--- src/include/agen_cfg.svh ---
`ifndef AGEN_CFG_SVH
`define AGEN_CFG_SVH

// Interrupt descriptor table entry addresses at eight bytes per gate
`define AGEN_NMI_VECTOR 32'h0000_0010
`define AGEN_PF_VECTOR  32'h0000_0070
`define AGEN_GP_VECTOR  32'h0000_0068

// Width of the SIB scale field for an index shift of up to 3
`define AGEN_SCALE_W 2

// Stack pointer decrement per push by operand size
`define AGEN_PUSH_STEP_16 32'd2
`define AGEN_PUSH_STEP_32 32'd4
`define AGEN_PUSH_STEP_64 32'd8

`endif

--- src/source/agen_pkg.sv ---
`include "agen_cfg.svh"

package agen_pkg;

   typedef logic [31:0] addr_t;
   typedef logic [15:0] sel_t;
   typedef logic [2:0]  reg_id_t;
   typedef logic [7:0]  sb_t;

   // 1 = 16-bit, 2 = 32-bit, 3 = 64-bit
   typedef logic [1:0]  mem_size_t;

   typedef enum logic [2:0] {
      OP_ALU,
      OP_LOAD,
      OP_STORE,
      OP_PUSH,
      OP_JMP_REL,
      OP_JMP_FAR,
      OP_LOAD_SEG,
      OP_INT
   } op_kind_t;

   // Decoded micro-op as handed over by decode
   typedef struct packed {
      op_kind_t                  kind;
      addr_t                     eip;
      sel_t                      cs;
      logic [47:0]               offset;     // selector:offset for far jumps
      reg_id_t                   sr1;
      reg_id_t                   sr2;
      reg_id_t                   sib_i;
      reg_id_t                   seg1;
      reg_id_t                   seg2;
      logic                      sib_en;
      logic                      disp_en;
      logic                      base_en;
      logic [`AGEN_SCALE_W-1:0]  scale;
      logic                      seg_is_cs;
      addr_t                     disp;
      addr_t                     sr1_data;
      addr_t                     sr2_data;
      addr_t                     sib_i_data;
      sel_t                      seg1_data;
      mem_size_t                 mem_size;
      reg_id_t                   dr1;
      logic                      ld_gpr1;
   } agen_in_t;

   // Pending writes of one later stage
   typedef struct packed {
      logic valid;
      sb_t  gpr;
      sb_t  seg;
      sb_t  mm;
   } stage_sb_t;

   typedef struct packed {
      logic rel_jmp;
      logic far_jmp;
      logic sp_push;
      logic use_sr2;
      logic need_seg2;
      logic ld_seg;
      logic ld_gpr2;
   } ag_ctrl_t;

   typedef struct packed {
      addr_t lin_addr;
      addr_t neip;
      sel_t  ncs;
      addr_t sp_new;
      addr_t int_addr;
      sb_t   gpr_sb;
      sb_t   seg_sb;
      sb_t   mm_sb;
   } agen_out_t;

   // One-hot scoreboard bit for a register number
   function automatic sb_t reg_bit(input reg_id_t id);
      return sb_t'(1) << id;
   endfunction

endpackage

--- src/source/agen_control.sv ---
`timescale 1ns/1ps

module agen_control (
   input  logic               clk,
   input  logic               rst,
   input  agen_pkg::op_kind_t kind,
   input  logic               in_valid,
   input  logic               hazard,
   input  logic               hold,
   output agen_pkg::ag_ctrl_t ctrl,
   output logic               stall,
   output logic               load_en,
   output logic               out_valid
);
   import agen_pkg::*;

   logic accept;

   // Datapath selects per op kind
   always_comb begin
      ctrl = '0;
      case (kind)
         OP_PUSH: begin
            // ESP comes in on sr2 and is written back, SS is seg2
            ctrl.sp_push   = 1'b1;
            ctrl.use_sr2   = 1'b1;
            ctrl.need_seg2 = 1'b1;
            ctrl.ld_gpr2   = 1'b1;
         end
         OP_JMP_REL: begin
            ctrl.rel_jmp = 1'b1;
         end
         OP_JMP_FAR: begin
            ctrl.far_jmp = 1'b1;
         end
         OP_LOAD_SEG: begin
            ctrl.ld_seg = 1'b1;
         end
         // ALU, plain loads and stores, INT need no extra selects
         default: begin
            ctrl = '0;
         end
      endcase
   end

   // Hold from downstream always blocks decode
   assign stall   = hold | (in_valid & hazard);
   assign accept  = in_valid & ~stall;
   assign load_en = accept;

   always_ff @(posedge clk) begin
      if (rst) begin
         out_valid <= 1'b0;
      end else if (!hold) begin
         out_valid <= accept;
      end
   end

endmodule

--- src/source/agen_stage.sv ---
`timescale 1ns/1ps

module agen_stage (
   input  logic                clk,
   input  logic                rst,
   input  agen_pkg::agen_in_t  in,
   input  logic                in_valid,
   output logic                stall,
   input  agen_pkg::stage_sb_t ag2_sb,
   input  agen_pkg::stage_sb_t me_sb,
   input  agen_pkg::stage_sb_t me2_sb,
   input  agen_pkg::stage_sb_t ex_sb,
   input  logic                nmi_en,
   input  logic                pf_en,
   input  logic                gp_en,
   input  logic                hold,
   output agen_pkg::agen_out_t out,
   output logic                out_valid
);
   import agen_pkg::*;

   ag_ctrl_t  ctrl;
   logic      hazard;
   logic      load_en;
   addr_t     lin_addr;
   addr_t     neip;
   sel_t      ncs;
   addr_t     sp_new;
   addr_t     int_addr;
   sb_t       gpr_sb;
   sb_t       seg_sb;
   sb_t       mm_sb;
   agen_out_t result;

   agen_control u_control (
      .clk       (clk),
      .rst       (rst),
      .kind      (in.kind),
      .in_valid  (in_valid),
      .hazard    (hazard),
      .hold      (hold),
      .ctrl      (ctrl),
      .stall     (stall),
      .load_en   (load_en),
      .out_valid (out_valid)
   );

   ea_unit u_ea (
      .op       (in),
      .lin_addr (lin_addr)
   );

   flow_unit u_flow (
      .op       (in),
      .ctrl     (ctrl),
      .nmi_en   (nmi_en),
      .pf_en    (pf_en),
      .gp_en    (gp_en),
      .neip     (neip),
      .ncs      (ncs),
      .sp_new   (sp_new),
      .int_addr (int_addr)
   );

   dep_check u_dep (
      .op     (in),
      .ctrl   (ctrl),
      .ag2_sb (ag2_sb),
      .me_sb  (me_sb),
      .me2_sb (me2_sb),
      .ex_sb  (ex_sb),
      .hazard (hazard)
   );

   // dr2 is the stack pointer register carried on sr2
   scoreboard_gen u_sb (
      .dr1     (in.dr1),
      .dr2     (in.sr2),
      .ld_gpr1 (in.ld_gpr1),
      .ctrl    (ctrl),
      .gpr_sb  (gpr_sb),
      .seg_sb  (seg_sb),
      .mm_sb   (mm_sb)
   );

   always_comb begin
      result.lin_addr = lin_addr;
      result.neip     = neip;
      result.ncs      = ncs;
      result.sp_new   = sp_new;
      result.int_addr = int_addr;
      result.gpr_sb   = gpr_sb;
      result.seg_sb   = seg_sb;
      result.mm_sb    = mm_sb;
   end

   // Pipeline register toward the second address stage
   always_ff @(posedge clk) begin
      if (rst) begin
         out <= '0;
      end else if (load_en) begin
         out <= result;
      end
   end

endmodule

--- src/source/dep_check.sv ---
`timescale 1ns/1ps

module dep_check (
   input  agen_pkg::agen_in_t  op,
   input  agen_pkg::ag_ctrl_t  ctrl,
   input  agen_pkg::stage_sb_t ag2_sb,
   input  agen_pkg::stage_sb_t me_sb,
   input  agen_pkg::stage_sb_t me2_sb,
   input  agen_pkg::stage_sb_t ex_sb,
   output logic                hazard
);
   import agen_pkg::*;

   logic mem_op;
   sb_t  gpr_need;
   sb_t  seg_need;
   logic hit_ag2;
   logic hit_me;
   logic hit_me2;
   logic hit_ex;

   // Ops that form a memory address through seg1
   always_comb begin
      case (op.kind)
         OP_LOAD, OP_STORE, OP_LOAD_SEG: mem_op = 1'b1;
         default:                        mem_op = 1'b0;
      endcase
   end

   always_comb begin
      gpr_need = '0;
      seg_need = '0;
      if (op.base_en) begin
         gpr_need |= reg_bit(op.sr1);
      end
      if (op.sib_en) begin
         gpr_need |= reg_bit(op.sib_i);
      end
      if (ctrl.use_sr2) begin
         gpr_need |= reg_bit(op.sr2);
      end
      // CS is never renamed here, so only a real seg1 counts
      if (mem_op && !op.seg_is_cs) begin
         seg_need |= reg_bit(op.seg1);
      end
      if (ctrl.need_seg2) begin
         seg_need |= reg_bit(op.seg2);
      end
   end

   assign hit_ag2 = ag2_sb.valid & (|(gpr_need & ag2_sb.gpr) | |(seg_need & ag2_sb.seg));
   assign hit_me  = me_sb.valid  & (|(gpr_need & me_sb.gpr)  | |(seg_need & me_sb.seg));
   assign hit_me2 = me2_sb.valid & (|(gpr_need & me2_sb.gpr) | |(seg_need & me2_sb.seg));
   assign hit_ex  = ex_sb.valid  & (|(gpr_need & ex_sb.gpr)  | |(seg_need & ex_sb.seg));

   assign hazard = hit_ag2 | hit_me | hit_me2 | hit_ex;

endmodule

--- src/source/ea_unit.sv ---
`timescale 1ns/1ps

module ea_unit (
   input  agen_pkg::agen_in_t op,
   output agen_pkg::addr_t    lin_addr
);
   import agen_pkg::*;

   addr_t base_term;
   addr_t disp_term;
   addr_t index_term;
   sel_t  seg_sel;
   addr_t seg_term;
   addr_t eff_addr;

   // Each term drops to zero when its enable is clear
   always_comb begin
      base_term  = '0;
      disp_term  = '0;
      index_term = '0;
      if (op.base_en) begin
         base_term = op.sr1_data;
      end
      if (op.disp_en) begin
         disp_term = op.disp;
      end
      if (op.sib_en) begin
         index_term = op.sib_i_data << op.scale;
      end
   end

   assign eff_addr = base_term + disp_term + index_term;

   // Real-mode style segment base with the selector moved up by 16 bits
   assign seg_sel  = op.seg_is_cs ? op.cs : op.seg1_data;
   assign seg_term = {seg_sel, 16'h0000};

   assign lin_addr = eff_addr + seg_term;

endmodule

--- src/source/flow_unit.sv ---
`timescale 1ns/1ps

`include "agen_cfg.svh"

module flow_unit (
   input  agen_pkg::agen_in_t op,
   input  agen_pkg::ag_ctrl_t ctrl,
   input  logic               nmi_en,
   input  logic               pf_en,
   input  logic               gp_en,
   output agen_pkg::addr_t    neip,
   output agen_pkg::sel_t     ncs,
   output agen_pkg::addr_t    sp_new,
   output agen_pkg::addr_t    int_addr
);
   import agen_pkg::*;

   addr_t push_step;

   // Next instruction pointer and code segment
   always_comb begin
      if (ctrl.far_jmp) begin
         neip = op.offset[31:0];
      end else if (ctrl.rel_jmp) begin
         neip = op.eip + op.offset[31:0];
      end else begin
         neip = op.eip;
      end
   end

   assign ncs = ctrl.far_jmp ? op.offset[47:32] : op.cs;

   // Size code 0 is not issued by decode and falls back to 32-bit
   always_comb begin
      case (op.mem_size)
         2'd1:    push_step = `AGEN_PUSH_STEP_16;
         2'd3:    push_step = `AGEN_PUSH_STEP_64;
         default: push_step = `AGEN_PUSH_STEP_32;
      endcase
   end

   assign sp_new = ctrl.sp_push ? op.sr2_data - push_step : op.sr2_data;

   // NMI first, then page fault, then general protection
   always_comb begin
      if (nmi_en) begin
         int_addr = `AGEN_NMI_VECTOR;
      end else if (pf_en) begin
         int_addr = `AGEN_PF_VECTOR;
      end else if (gp_en) begin
         int_addr = `AGEN_GP_VECTOR;
      end else begin
         int_addr = '0;
      end
   end

endmodule

--- src/source/scoreboard_gen.sv ---
`timescale 1ns/1ps

module scoreboard_gen (
   input  agen_pkg::reg_id_t  dr1,
   input  agen_pkg::reg_id_t  dr2,
   input  logic               ld_gpr1,
   input  agen_pkg::ag_ctrl_t ctrl,
   output agen_pkg::sb_t      gpr_sb,
   output agen_pkg::sb_t      seg_sb,
   output agen_pkg::sb_t      mm_sb
);
   import agen_pkg::*;

   sb_t dr1_bit;
   sb_t dr2_bit;

   assign dr1_bit = reg_bit(dr1);
   assign dr2_bit = reg_bit(dr2);

   // A push writes both its destination and the stack pointer
   always_comb begin
      gpr_sb = '0;
      if (ld_gpr1) begin
         gpr_sb |= dr1_bit;
      end
      if (ctrl.ld_gpr2) begin
         gpr_sb |= dr2_bit;
      end
   end

   // Segment loads name their target register in dr1
   assign seg_sb = ctrl.ld_seg ? dr1_bit : '0;

   // No MMX writes in this stage
   assign mm_sb = '0;

endmodule

--- config.mk ---
export PLATFORM = sky130hd
export DESIGN_NAME = agen_stage
export DESIGN_NICKNAME = d
export VERILOG_FILES = /design/src/source/agen_pkg.sv /design/src/source/agen_control.sv /design/src/source/agen_stage.sv /design/src/source/dep_check.sv /design/src/source/ea_unit.sv /design/src/source/flow_unit.sv /design/src/source/scoreboard_gen.sv
export VERILOG_INCLUDE_DIRS = /design/src /design/src/include
export SDC_FILE = /design/constraint.sdc
export NUM_CORES = 1
export LEC_CHECK = 0
export BUFFER_PORTS_ARGS = -buffer_cell sky130_fd_sc_hd__buf_2
export CORE_AREA = 2 2 211 213
export CTS_CLUSTER_DIAMETER = 60
export CTS_CLUSTER_SIZE = 8
export DETAILED_ROUTE_END_ITERATION = 8
export DIE_AREA = 0 0 213 215
export PLACE_DENSITY = 0.51
export SLEW_MARGIN = 10
export SYNTH_ARGS = -nofsm -noshare
export SYNTH_HDL_FRONTEND = slang
export SYNTH_SLANG_ARGS = --single-unit
--- constraint.sdc ---
create_clock -name clk -period 12.1 [get_ports clk]
set_clock_uncertainty 0.05 [all_clocks]
set_input_delay 1.21 -clock clk [delete_from_list [all_inputs] [get_ports clk]]
set_output_delay 1.21 -clock clk [all_outputs]
set_load 0.02 [all_outputs]
; Word level (Yosys, flattened, before mapping)
; Cells that the tools add are included.
[word_totals]
inputBits = 377
ff_bits = 161
romBits = 0
memories = 0
mem_bits_rw = 0
latch_bits = 0
out_inout_bits = 170
wordCells = 92
[op_classes]
bitwise = 27
addsub = 5
n_shift = 7
mux = 26
n_reduce_logical = 11
order_cmp = 0
eq_ne = 8
n_div = 0
mul = 0
[op_table]
columns = op, count
row1 = $mux 32, 8
row2 = $add 32x32->32, 4
row3 = $and 8x8->8, 8
row4 = $mux 8, 8
row5 = $reduce_or 8->1, 8
row6 = $shl 1x3->8 const A, 6
row7 = $mux 16, 2
row8 = $or 8x8->8, 4
row9 = $shl 32x2->32, 1
row10 = $sub 32x4->32, 1
row11 = $eq 3x3->1 const B, 3
row12 = $or 1x1->1, 8
row13 = $pmux 4 s2, 1
row14 = $mux 7, 1
row15 = $and 1x1->1, 6
row16 = $eq 3x2->1 const B, 2
row17 = $mux 1, 5
row18 = $eq 3x1->1 const B, 1
row19 = $mux 3, 1
row20 = $reduce_or 3->1, 1
row21 = $eq 2x1->1 const B, 1
row22 = $eq 2x2->1 const B, 1
row23 = $logic_and 1x1->1, 1
row24 = $logic_not 1->1, 1
row25 = $not 1->1, 1

; Depth between registers and ports, before layout
; Gate-level depths: netlist of run 1.
[depth]
word_depth = 18
mapped_depth = 20

; Hierarchy
; From an unflattened synthesis of run 1, not the netlist that was laid out.
[unflattened]
hier_cells = 1772
hier_area_um2 = 15016.9
[by_module_without_submodules]
columns = mod, n_inst, cells_per_inst, area_each_um2, seq_area_each_um2
row1 = agen_stage, 1, 542, 6007.0, 3363.2
row2 = ea_unit, 1, 576, 4398.0, 0.0
row3 = flow_unit, 1, 471, 3278.1, 0.0
row4 = dep_check, 1, 129, 983.4, 0.0
row5 = scoreboard_gen, 1, 41, 236.5, 0.0
row6 = agen_control, 1, 13, 113.9, 20.0

; Worst setup path after synthesis of run 1
; OpenSTA, ideal clock, no wires.
[synth_timing]
kind = input-to-reg
from = in in[151] (netlist bit)
to = reg out[165] (netlist bit)
t_required_ns = 11.964
path_slack_ns = 6.033
cell_stages = 17
path_buffers = 2
t_arrival_ns = 5.931
path_cell_list = clkbuf_1 buf_1 mux4_2 and2_1 fa_1 inv_1 fa_1 inv_1 ha_1 a21o_1 or4_1 a31oi_1 a21oi_1 o311ai_0 a21oi_1 xnor2_1 a211oi_1
[synth_via]
elab_chain_len = 4
[synth_lines]
columns = element, line_no
row1 = from (decl), agen_stage.sv:6  ; input agen_pkg::agen_in_t in,
row2 = $shl 32x2->32, ea_unit.sv:28  ; index_term = op.sib_i_data << op.scale;
row3 = $mux 32, ea_unit.sv:27  ; if (op.sib_en) begin
row4 = $add 32x32->32, ea_unit.sv:32  ; assign eff_addr = base_term + disp_term + index_term;
row5 = $add 32x32->32, ea_unit.sv:38  ; assign lin_addr = eff_addr + seg_term;
row6 = to (signal assigned), agen_stage.sv:102  ; out <= result;
row7 = to (decl), agen_stage.sv:17  ; output agen_pkg::agen_out_t out,
; No other way between the ends.
; A chain may end at the register's enable or synchronous reset.

; Final worst setup path of run 1
; Ends and elaborated chain as after synthesis.

==> results of run 1 <==
-- cell families after synthesis --
family | count (synthesis) | share of synthesized area, %
AO/OA/AOI/OAI | 378 | 19.2
XOR/XNOR | 71 | 4.67
adder cells (fa/ha/maj) | 127 | 14.7
buffers and inverters | 208 | 7.29
flip-flops | 132 | 19.8
multiplexers | 117 | 12.1
other | 1 | 0.0281
AND/OR/NAND/NOR | 571 | 22.2
-- worst register-to-register path: stages, from the launching register on --
cell                      delay, ns
sky130_fd_sc_hd__dfxtp_1       0.30
sky130_fd_sc_hd__nor2b_1       0.12
sky130_fd_sc_hd__a31oi_1       0.16
sky130_fd_sc_hd__nor2_1        0.05
-- flip-flops by register name, indices dropped and copies added (netlist names) --
signal / cells
out: 131
u_control.out_valid: 1
-- cells in the mapped netlist, drive strengths merged (4+ instances only) --
cell type	instances	area [um^2]
o211ai	35	263
or2	9	56.3
ha	78	976
nand2	98	368
nor3	27	135
mux4	33	743
mux2	21	236
o21ai	60	300
nor4	10	62.6
a211oi	40	300
and3	5	31.3
o21bai	5	37.5
buf	75	472
o32ai	4	42.6
xnor2	50	438
fa	49	981
a22oi	16	120
nor3b	10	85.1
or4bb	4	45.0
nand2b	47	302
a2111oi	6	52.6
o41ai	5	43.8
nand3	38	195
nand3b	14	121
a31oi	12	75.1
o31ai	10	75.1
clkbuf	55	206
a21oi	83	415
mux2i	63	631
a311oi	24	210
a21o	21	158
o21a	16	120
nor2	175	657
a211o	5	43.8
and2	78	488
dfxtp	132	2640
nand4	6	37.5
xor2	21	184
or3	5	31.3
inv	78	293
nand4b	7	61.3
or4	7	56.3
o221ai	9	78.8
nor2b	20	125
o22ai	8	50.1
-- how the worst max path moves through the flow --
stage	from	to	slack (ns)	cells after the start
floorplan	in[151]	out[165]$_SDFFE_PP0P_	6.03	17
global placement	in[151]	out[165]$_SDFFE_PP0P_	5.73	16
detailed placement	in[151]	out[166]$_SDFFE_PP0P_	5.67	19
CTS	in[151]	out[165]$_SDFFE_PP0P_	6.17	16
global route	in[151]	out[165]$_SDFFE_PP0P_	5.71	15
finish	in[151]	out[165]$_SDFFE_PP0P_	6.13	16
-- report_power, final --
group	leakage [nW]	total (W)	internal (W)	switching, W
logic	6.11	0.000751	0.000319	0.000432
registers	1.07	0.000477	0.000463	0.0000144
clock network	0.297	0.000585	0.000348	0.000237
-- final cells by class --
type	count	share of cell area [%]
repair buffers	485	14.8
clock buffers	18	2.58
diodes	11	0.165
clock inverters	14	1.22
multi-input cells	1300	59.2
flip-flops and latches	132	15.9
inverters	78	1.76
well taps	592	4.45
-- stage by stage --
stage	utilization [%]	setup slack (ns)	hold WS [ns]	power, W
final	38.2	6.13	0.417	0.00181
after global routing	38.1	5.71	0.431	0.00194
after CTS	38.1	6.17	0.416	0.00184
after detailed placement	36.6	5.67	0.404	0.00124
after global placement	36.6	5.73	0.404	0.00123
after floorplan	-	6.03	0.493	0.00102
-- metal layers --
layer,track usage [%],up-vias,share of wire [%]
met5,0,-,0.16
met2,35.9,417,48
met1,24.5,6226,42
met3,5.80,85,6.8
li1,-,6550,-
met4,9.53,12,3.2
==> flow_results.xml, run 1 <==
<?xml version="1.0" encoding="UTF-8"?>
<metrics>
  <group name="outcome">
    <metric name="status" unit="">completed</metric>
  </group>
  <group name="synthesis">
    <metric name="count_of_distinct_cell_types_in_the_synthesized_netlist" unit="">74</metric>
    <metric name="async_reset_ff_share" unit="%">0</metric>
    <metric name="synth_sequential_area_ratio" unit="%">19.8</metric>
    <metric name="netlist_instances" unit="">1605</metric>
    <metric name="synthesis.yosys.warnings" unit="">0</metric>
    <metric name="synth_area" unit="um^2">13300</metric>
    <metric name="dominantRegCellSynth" unit="">sky130_fd_sc_hd__dfxtp_1</metric>
    <metric name="count_of_flip_flops_with_a_built_in_enable_after_synthesis" unit="">0</metric>
    <metric name="synth_seq_cells" unit="">132</metric>
    <metric name="syn-mean-instance-area" unit="um^2">8.30</metric>
  </group>
  <group name="timing">
    <metric name="hold_violations" unit="">0</metric>
    <metric name="final-max-slew-violation-count" unit="">0</metric>
    <metric name="report.final.setup_viol" unit="">0</metric>
    <metric name="timing.slew.headroom" unit="%">36.9</metric>
    <metric name="timing.fmax" unit="MHz">167</metric>
    <metric name="worst-slew-pin-transition" unit="ns">0.946</metric>
    <metric name="accumulated_negative_setup_slack" unit="ns">0</metric>
    <metric name="period_utilization_post_route" unit="%">49.3</metric>
    <metric name="grt_setup_unrepaired" unit="">false</metric>
    <metric name="final.min_clock_period" unit="ns">5.97</metric>
  </group>
  <group name="cells_and_area">
    <metric name="commonest_cells_after_routing_fill_and_taps_aside" unit="">sky130_fd_sc_hd__buf_2, sky130_fd_sc_hd__nor2_1, sky130_fd_sc_hd__dfxtp_1, sky130_fd_sc_hd__nand2_1, sky130_fd_sc_hd__a21oi_1</metric>
    <metric name="final_layout_size_suffix_gt1_share" unit="%">29.4</metric>
    <metric name="multi_input_area" unit="um^2">9860</metric>
    <metric name="stdcell_count" unit="">2630</metric>
    <metric name="final_std_cell_area_no_fill" unit="um^2">16700</metric>
    <metric name="filler_cell_count" unit="">4642</metric>
    <metric name="area_growth_from_synthesis_to_final_layout" unit="%">25.0</metric>
    <metric name="sequential_cell_area" unit="um^2">2640</metric>
    <metric name="design.final.nets" unit="">2518</metric>
    <metric name="most_common_cell_after_layout_fill_and_taps_aside" unit="">sky130_fd_sc_hd__buf_2</metric>
  </group>
  <group name="clocking">
    <metric name="cts.clk_slew.worst_paths" unit="ns">0.06</metric>
    <metric name="cts.sink_count" unit="">132</metric>
    <metric name="htreeDepth" unit="">4</metric>
    <metric name="ctsResizeCount" unit="">0</metric>
    <metric name="tritoncts.num_buffers" unit="">17</metric>
    <metric name="clk_path_buf_depth" unit="">2</metric>
    <metric name="clock-root-buffer" unit="">sky130_fd_sc_hd__clkbuf_16</metric>
    <metric name="cts_tree" unit="">built</metric>
    <metric name="cts_setup_buffers" unit="">0</metric>
    <metric name="hold_buffers" unit="">0</metric>
    <metric name="insertion_delay" unit="ns">0.45</metric>
  </group>
  <group name="global_route">
    <metric name="grt_overflow" unit="">0</metric>
    <metric name="pin_count_of_the_biggest_net_entering_global_routing" unit="">151</metric>
    <metric name="grtUsageTotal" unit="%">21.1</metric>
    <metric name="first_global_vias" unit="">12866</metric>
    <metric name="grt_antenna_before_repair" unit="">15</metric>
    <metric name="grt_first_pass_wirelength" unit="um">73500</metric>
  </group>
  <group name="pwr">
    <metric name="p_leak" unit="nW">7.48</metric>
    <metric name="irDropWorstVdd" unit="V">0.0000767</metric>
    <metric name="power-per-cell-area" unit="nW/um^2">109</metric>
  </group>
  <group name="worst_setup_path">
    <metric name="path_max_fanout" unit="">34</metric>
    <metric name="reg2regPathDepth" unit="">3</metric>
    <metric name="critical_path.startpoint_type" unit="">primary input</metric>
    <metric name="setup.reg_to_reg.worst_slack" unit="ns">11.27</metric>
    <metric name="critPathArrivalTime" unit="ns">6.28</metric>
    <metric name="cp_required" unit="ns">12.41</metric>
    <metric name="worstPathBufferInverterCount" unit="">3</metric>
    <metric name="endpoint_kind" unit="">register</metric>
    <metric name="worst_reg2reg_path_startpoint" unit="">out[149]$_SDFFE_PP0P_</metric>
    <metric name="critPathSlowestCell" unit="">sky130_fd_sc_hd__buf_2</metric>
    <metric name="rr_endpoint" unit="">out[149]$_SDFFE_PP0P_</metric>
    <metric name="slowest_delay" unit="ns">0.71</metric>
    <metric name="critical_path.cell_chain" unit="">buf_2, mux4_2, and2_1, fa_1, inv_1, fa_1, inv_1, ha_1, a21o_1, or4_1, a31oi_1, a21oi_1, o311ai_0, a21oi_1, xnor2_1, a211oi_1</metric>
    <metric name="crit_type" unit="">primary input to register</metric>
    <metric name="cpLargestDelayFamily" unit="">compound AO/OA/AOI/OAI gates</metric>
  </group>
  <group name="hold_path">
    <metric name="hold_path_depth" unit="">2</metric>
    <metric name="hp-class" unit="">register to register</metric>
    <metric name="hold_start" unit="">out[27]$_SDFFE_PP0P_</metric>
    <metric name="whs_endpoint" unit="">out[27]$_SDFFE_PP0P_</metric>
  </group>
  <group name="placement">
    <metric name="dp_cells" unit="">2587</metric>
    <metric name="dp.final_hpwl" unit="um">39900</metric>
    <metric name="port_buffers" unit="">478</metric>
    <metric name="cell_area_after_placement" unit="um^2">16000</metric>
    <metric name="place_congestion" unit="">0.859</metric>
  </group>
  <group name="route">
    <metric name="ant_nets" unit="">0</metric>
    <metric name="routed-via-count" unit="">13290</metric>
    <metric name="detail_route.first_pass.iterations" unit="">4</metric>
    <metric name="detailedRoute.firstIterationViolations" unit="">615</metric>
    <metric name="detail_route.vias_per_cell" unit="">5.05</metric>
    <metric name="wire_per_inst" unit="um">19.1</metric>
    <metric name="drt_drc_violations_left" unit="">0</metric>
    <metric name="drt-total-wl" unit="um">50100</metric>
  </group>
  <group name="die">
    <metric name="fp.dieArea" unit="um^2">45800</metric>
    <metric name="floorplan.io_pins" unit="">547</metric>
    <metric name="dieHeight" unit="um">215</metric>
    <metric name="core_area" unit="um^2">43600</metric>
    <metric name="die_w" unit="um">213</metric>
    <metric name="core.rowCount" unit="">77</metric>
    <metric name="initial_core_util" unit="%">30.5</metric>
  </group>
  <group name="job">
    <metric name="max_cap_violations" unit="">0</metric>
  </group>
</metrics>
(Power assumes the default switching activity.)
==> run 2, diff against run 1 <==
--- a/config.mk
+++ b/config.mk
@@ -6,13 +6,14 @@
 export SDC_FILE = /design/constraint.sdc
 export NUM_CORES = 1
 export LEC_CHECK = 0
+export ABC_AREA = 1
 export BUFFER_PORTS_ARGS = -buffer_cell sky130_fd_sc_hd__buf_2
-export CORE_AREA = 2 2 211 213
+export CORE_AREA = 2 2 214 216
 export CTS_CLUSTER_DIAMETER = 60
 export CTS_CLUSTER_SIZE = 8
 export DETAILED_ROUTE_END_ITERATION = 8
-export DIE_AREA = 0 0 213 215
-export PLACE_DENSITY = 0.51
+export DIE_AREA = 0 0 216 218
+export PLACE_DENSITY = 0.55
 export SLEW_MARGIN = 10
 export SYNTH_ARGS = -nofsm -noshare
 export SYNTH_HDL_FRONTEND = slang
==> constraint.sdc (replaced) <==
create_clock -name clk -period 5.63 [get_ports clk]
set_clock_uncertainty 0.05 [all_clocks]
set_input_delay 0.563 -clock clk [delete_from_list [all_inputs] [get_ports clk]]
set_output_delay 0.563 -clock clk [all_outputs]
set_load 0.02 [all_outputs]
==> run 2 against run 1 <==
  * Clock power increased by 110%
  * Critical endpoint is now out[161]$_SDFFE_PP0P_
  * Cell area increased by 13%
  * Via count increased by 34%
  * Highest routed layer unchanged
==> flow_results.xml, run 2 <==
<?xml version="1.0" encoding="UTF-8"?>
<metrics>
  <group name="outcome">
    <metric name="status" unit="">completed</metric>
  </group>
  <group name="hold_path">
    <metric name="hp-class" unit="">primary input to register</metric>
  </group>
  <group name="synthesis">
    <metric name="async_reset_ff_share" unit="%">0</metric>
    <metric name="count_of_flip_flops_with_a_built_in_enable_after_synthesis" unit="">0</metric>
    <metric name="synth_seq_cells" unit="">132</metric>
    <metric name="synth.top_cells.by_area" unit="">sky130_fd_sc_hd__nand2_1, sky130_fd_sc_hd__dfxtp_1, sky130_fd_sc_hd__inv_1</metric>
    <metric name="netlist_instances" unit="">2696</metric>
    <metric name="synth_area" unit="um^2">15400</metric>
    <metric name="netlist.area_leader.share" unit="%">21.1</metric>
    <metric name="leading_area_contributor_after_synthesis" unit="">sky130_fd_sc_hd__nand2_1</metric>
    <metric name="synthesis.yosys.warnings" unit="">0</metric>
    <metric name="synth.top_cells.by_count" unit="">sky130_fd_sc_hd__nand2_1, sky130_fd_sc_hd__inv_1, sky130_fd_sc_hd__nor2_1</metric>
    <metric name="synth_sequential_area_ratio" unit="%">17.1</metric>
    <metric name="syn-mean-instance-area" unit="um^2">5.72</metric>
    <metric name="count_of_distinct_cell_types_in_the_synthesized_netlist" unit="">44</metric>
    <metric name="dominantRegCellSynth" unit="">sky130_fd_sc_hd__dfxtp_1</metric>
    <metric name="yosys.cell_count.top_type" unit="">sky130_fd_sc_hd__nand2_1</metric>
  </group>
  <group name="clocking">
    <metric name="clock-root-buffer" unit="">sky130_fd_sc_hd__clkbuf_16</metric>
    <metric name="hold_buffers" unit="">0</metric>
    <metric name="cts.sink_count" unit="">132</metric>
    <metric name="tritoncts.num_buffers" unit="">17</metric>
    <metric name="ctsResizeCount" unit="">0</metric>
    <metric name="clk_path_buf_depth" unit="">2</metric>
    <metric name="insertion_delay" unit="ns">0.48</metric>
    <metric name="cts.clk_slew.worst_paths" unit="ns">0.08</metric>
    <metric name="cts_tree" unit="">built</metric>
    <metric name="cts_setup_buffers" unit="">0</metric>
    <metric name="htreeDepth" unit="">4</metric>
  </group>
  <group name="route">
    <metric name="ant_nets" unit="">0</metric>
    <metric name="met1_length" unit="um">27000</metric>
    <metric name="routed-via-count" unit="">17791</metric>
    <metric name="wire_per_inst" unit="um">16.7</metric>
    <metric name="detailedRoute.firstIterationViolations" unit="">1075</metric>
    <metric name="highest-signal-layer" unit="">met5</metric>
    <metric name="detail_route.first_pass.iterations" unit="">7</metric>
    <metric name="routed-wl-met3" unit="um">3880</metric>
    <metric name="drt_drc_violations_left" unit="">0</metric>
    <metric name="routed-wl-met2" unit="um">29700</metric>
    <metric name="drt-total-wl" unit="um">62300</metric>
    <metric name="detail_route.vias_per_cell" unit="">4.77</metric>
  </group>
  <group name="worst_setup_path">
    <metric name="crit_type" unit="">primary input to register</metric>
    <metric name="critical_path.startpoint_type" unit="">primary input</metric>
    <metric name="path_common_cell" unit="">sky130_fd_sc_hd__inv_1</metric>
    <metric name="cpLargestDelayFamily" unit="">adder cells</metric>
    <metric name="worstPathBufferInverterCount" unit="">6</metric>
    <metric name="critPathSlowestCell" unit="">sky130_fd_sc_hd__fa_1</metric>
    <metric name="slowest_delay" unit="ns">0.55</metric>
    <metric name="critical_path.cell_chain" unit="">buf_2, inv_1, nor2_1, inv_1, o22ai_1, fa_1, inv_1, fa_1, inv_1, ha_1, nand2_1, nor2_1, inv_1, nor3_1, nand4_1, nand3_1, nand2_1, nand2_1, xor2_1, nand4_1, nand2_1, nor2_1</metric>
    <metric name="cp_required" unit="ns">5.95</metric>
    <metric name="path_max_fanout" unit="">21</metric>
    <metric name="endpoint_kind" unit="">register</metric>
    <metric name="critPathArrivalTime" unit="ns">4.66</metric>
  </group>
  <group name="job">
    <metric name="max_cap_violations" unit="">0</metric>
  </group>
  <group name="timing">
    <metric name="final-max-slew-violation-count" unit="">0</metric>
    <metric name="accumulated_negative_setup_slack" unit="ns">0</metric>
    <metric name="period_utilization_post_route" unit="%">77.1</metric>
    <metric name="timing.slew.headroom" unit="%">28.6</metric>
    <metric name="hold_violations" unit="">0</metric>
    <metric name="finalHoldWorstSlack" unit="ns">0.243</metric>
    <metric name="report.final.setup_viol" unit="">0</metric>
    <metric name="timing.fmax" unit="MHz">230</metric>
    <metric name="grt_setup_unrepaired" unit="">false</metric>
    <metric name="final.min_clock_period" unit="ns">4.34</metric>
    <metric name="worst-slew-pin-transition" unit="ns">1.07</metric>
  </group>
  <group name="cells_and_area">
    <metric name="final_layout_size_suffix_gt1_share" unit="%">19.0</metric>
    <metric name="filler_cell_count" unit="">5088</metric>
    <metric name="design.final.nets" unit="">3613</metric>
    <metric name="largest_reg_flops" unit="">131</metric>
    <metric name="commonest_cells_after_routing_fill_and_taps_aside" unit="">sky130_fd_sc_hd__nand2_1, sky130_fd_sc_hd__buf_2, sky130_fd_sc_hd__inv_1, sky130_fd_sc_hd__nor2_1, sky130_fd_sc_hd__dfxtp_1</metric>
    <metric name="area_growth_from_synthesis_to_final_layout" unit="%">22.0</metric>
    <metric name="most_common_cell_after_layout_fill_and_taps_aside" unit="">sky130_fd_sc_hd__nand2_1</metric>
    <metric name="register_ranked_first_by_flip_flop_count" unit="">out</metric>
    <metric name="reg_top3" unit="">out (131), u_control.out_valid (1)</metric>
  </group>
  <group name="global_route">
    <metric name="grtUsageTotal" unit="%">26.1</metric>
    <metric name="grt_first_pass_wirelength" unit="um">95300</metric>
    <metric name="first_global_vias" unit="">17196</metric>
    <metric name="grt_overflow" unit="">0</metric>
    <metric name="grt_antenna_before_repair" unit="">11</metric>
    <metric name="pin_count_of_the_biggest_net_entering_global_routing" unit="">88</metric>
  </group>
  <group name="placement">
    <metric name="place_congestion" unit="">0.954</metric>
    <metric name="dp.final_hpwl" unit="um">50800</metric>
    <metric name="port_buffers" unit="">478</metric>
  </group>
  <group name="die">
    <metric name="dieHeight" unit="um">218</metric>
    <metric name="initial_core_util" unit="%">34.3</metric>
    <metric name="core.rowCount" unit="">78</metric>
    <metric name="core_area" unit="um^2">44900</metric>
    <metric name="fp.dieArea" unit="um^2">47100</metric>
    <metric name="die_w" unit="um">216</metric>
    <metric name="floorplan.io_pins" unit="">547</metric>
  </group>
  <group name="pwr">
    <metric name="irDropWorstVdd" unit="V">0.000189</metric>
    <metric name="power-per-cell-area" unit="nW/um^2">226</metric>
    <metric name="p_leak" unit="nW">11.0</metric>
  </group>
</metrics>
## run 2: report_power, final
group | internal [W] | switching (W)
Combinational | 0.000678 | 0.00129
Clock | 0.000682 | 0.000560
Sequential | 0.00101 | 0.0000376
## run 2: cell type report
class	instances	area, um^2	area share, %
Antenna cell	4	10.0	0.0532
Clock buffer	17	425	2.26
Timing Repair Buffer	495	2520	13.4
Multi-Input combinational cell	1970	10400	55.3
Inverter	493	1850	9.85
Tap cell	600	751	3.99
Clock inverter	15	204	1.08
Sequential cell	132	2640	14.1
## run 2: cells by family after synthesis
family | Yosys count | synth area share, %
other | 1 | 0.0243
XOR/XNOR | 73 | 4.15
adder cells (fa/ha/maj) | 127 | 12.7
multiplexers | 30 | 1.95
flip-flops | 132 | 17.1
AND/OR/NAND/NOR | 1500 | 39.9
AO/OA/AOI/OAI | 204 | 7.70
buffers and inverters | 629 | 16.4
## run 2: through the flow
| stage | instances | setup slack [ns] | total power [W] | utilization [%] | instance area (um^2) |
|---|---|---|---|---|---|
| 6_report | 3726 | 1.29 | 0.00426 | 41.9 | 18800 |
| 5_1_grt | 3725 | 0.938 | 0.00458 | 41.9 | 18800 |
| 4_1_cts | 3722 | 1.31 | 0.00431 | 41.9 | 18800 |
| 3_5_place_dp | 3690 | 0.795 | 0.00304 | 40.5 | 18200 |
| 3_3_place_gp | 3690 | 0.869 | 0.00303 | 40.5 | 18200 |
| 2_1_floorplan | 2731 | 1.28 | 0.00240 | - | 15500 |
## run 2: worst paths after layout
| path | from | end | slack, ns | depth (start not counted) |
|---|---|---|---|---|
| max | in[155] | out[161]$_SDFFE_PP0P_ | 1.29 | 22 |
| min | rst | u_control.out_valid$_SDFFE_PP0N_ | 0.24 | 2 |
| max reg2reg | out[128]$_SDFFE_PP0P_ | out[128]$_SDFFE_PP0P_ | 4.88 | 4 |
| min reg2reg | u_control.out_valid$_SDFFE_PP0N_ | u_control.out_valid$_SDFFE_PP0N_ | 0.43 | 2 |
## run 2: metal layers
| layer | track usage [%] | vias up |
|---|---|---|
| li1 | - | 9072 |
| met2 | 44.6 | 512 |
| met4 | 9.04 | 14 |
| met3 | 5.87 | 91 |
| met5 | 0 | - |
| met1 | 32.2 | 8102 |
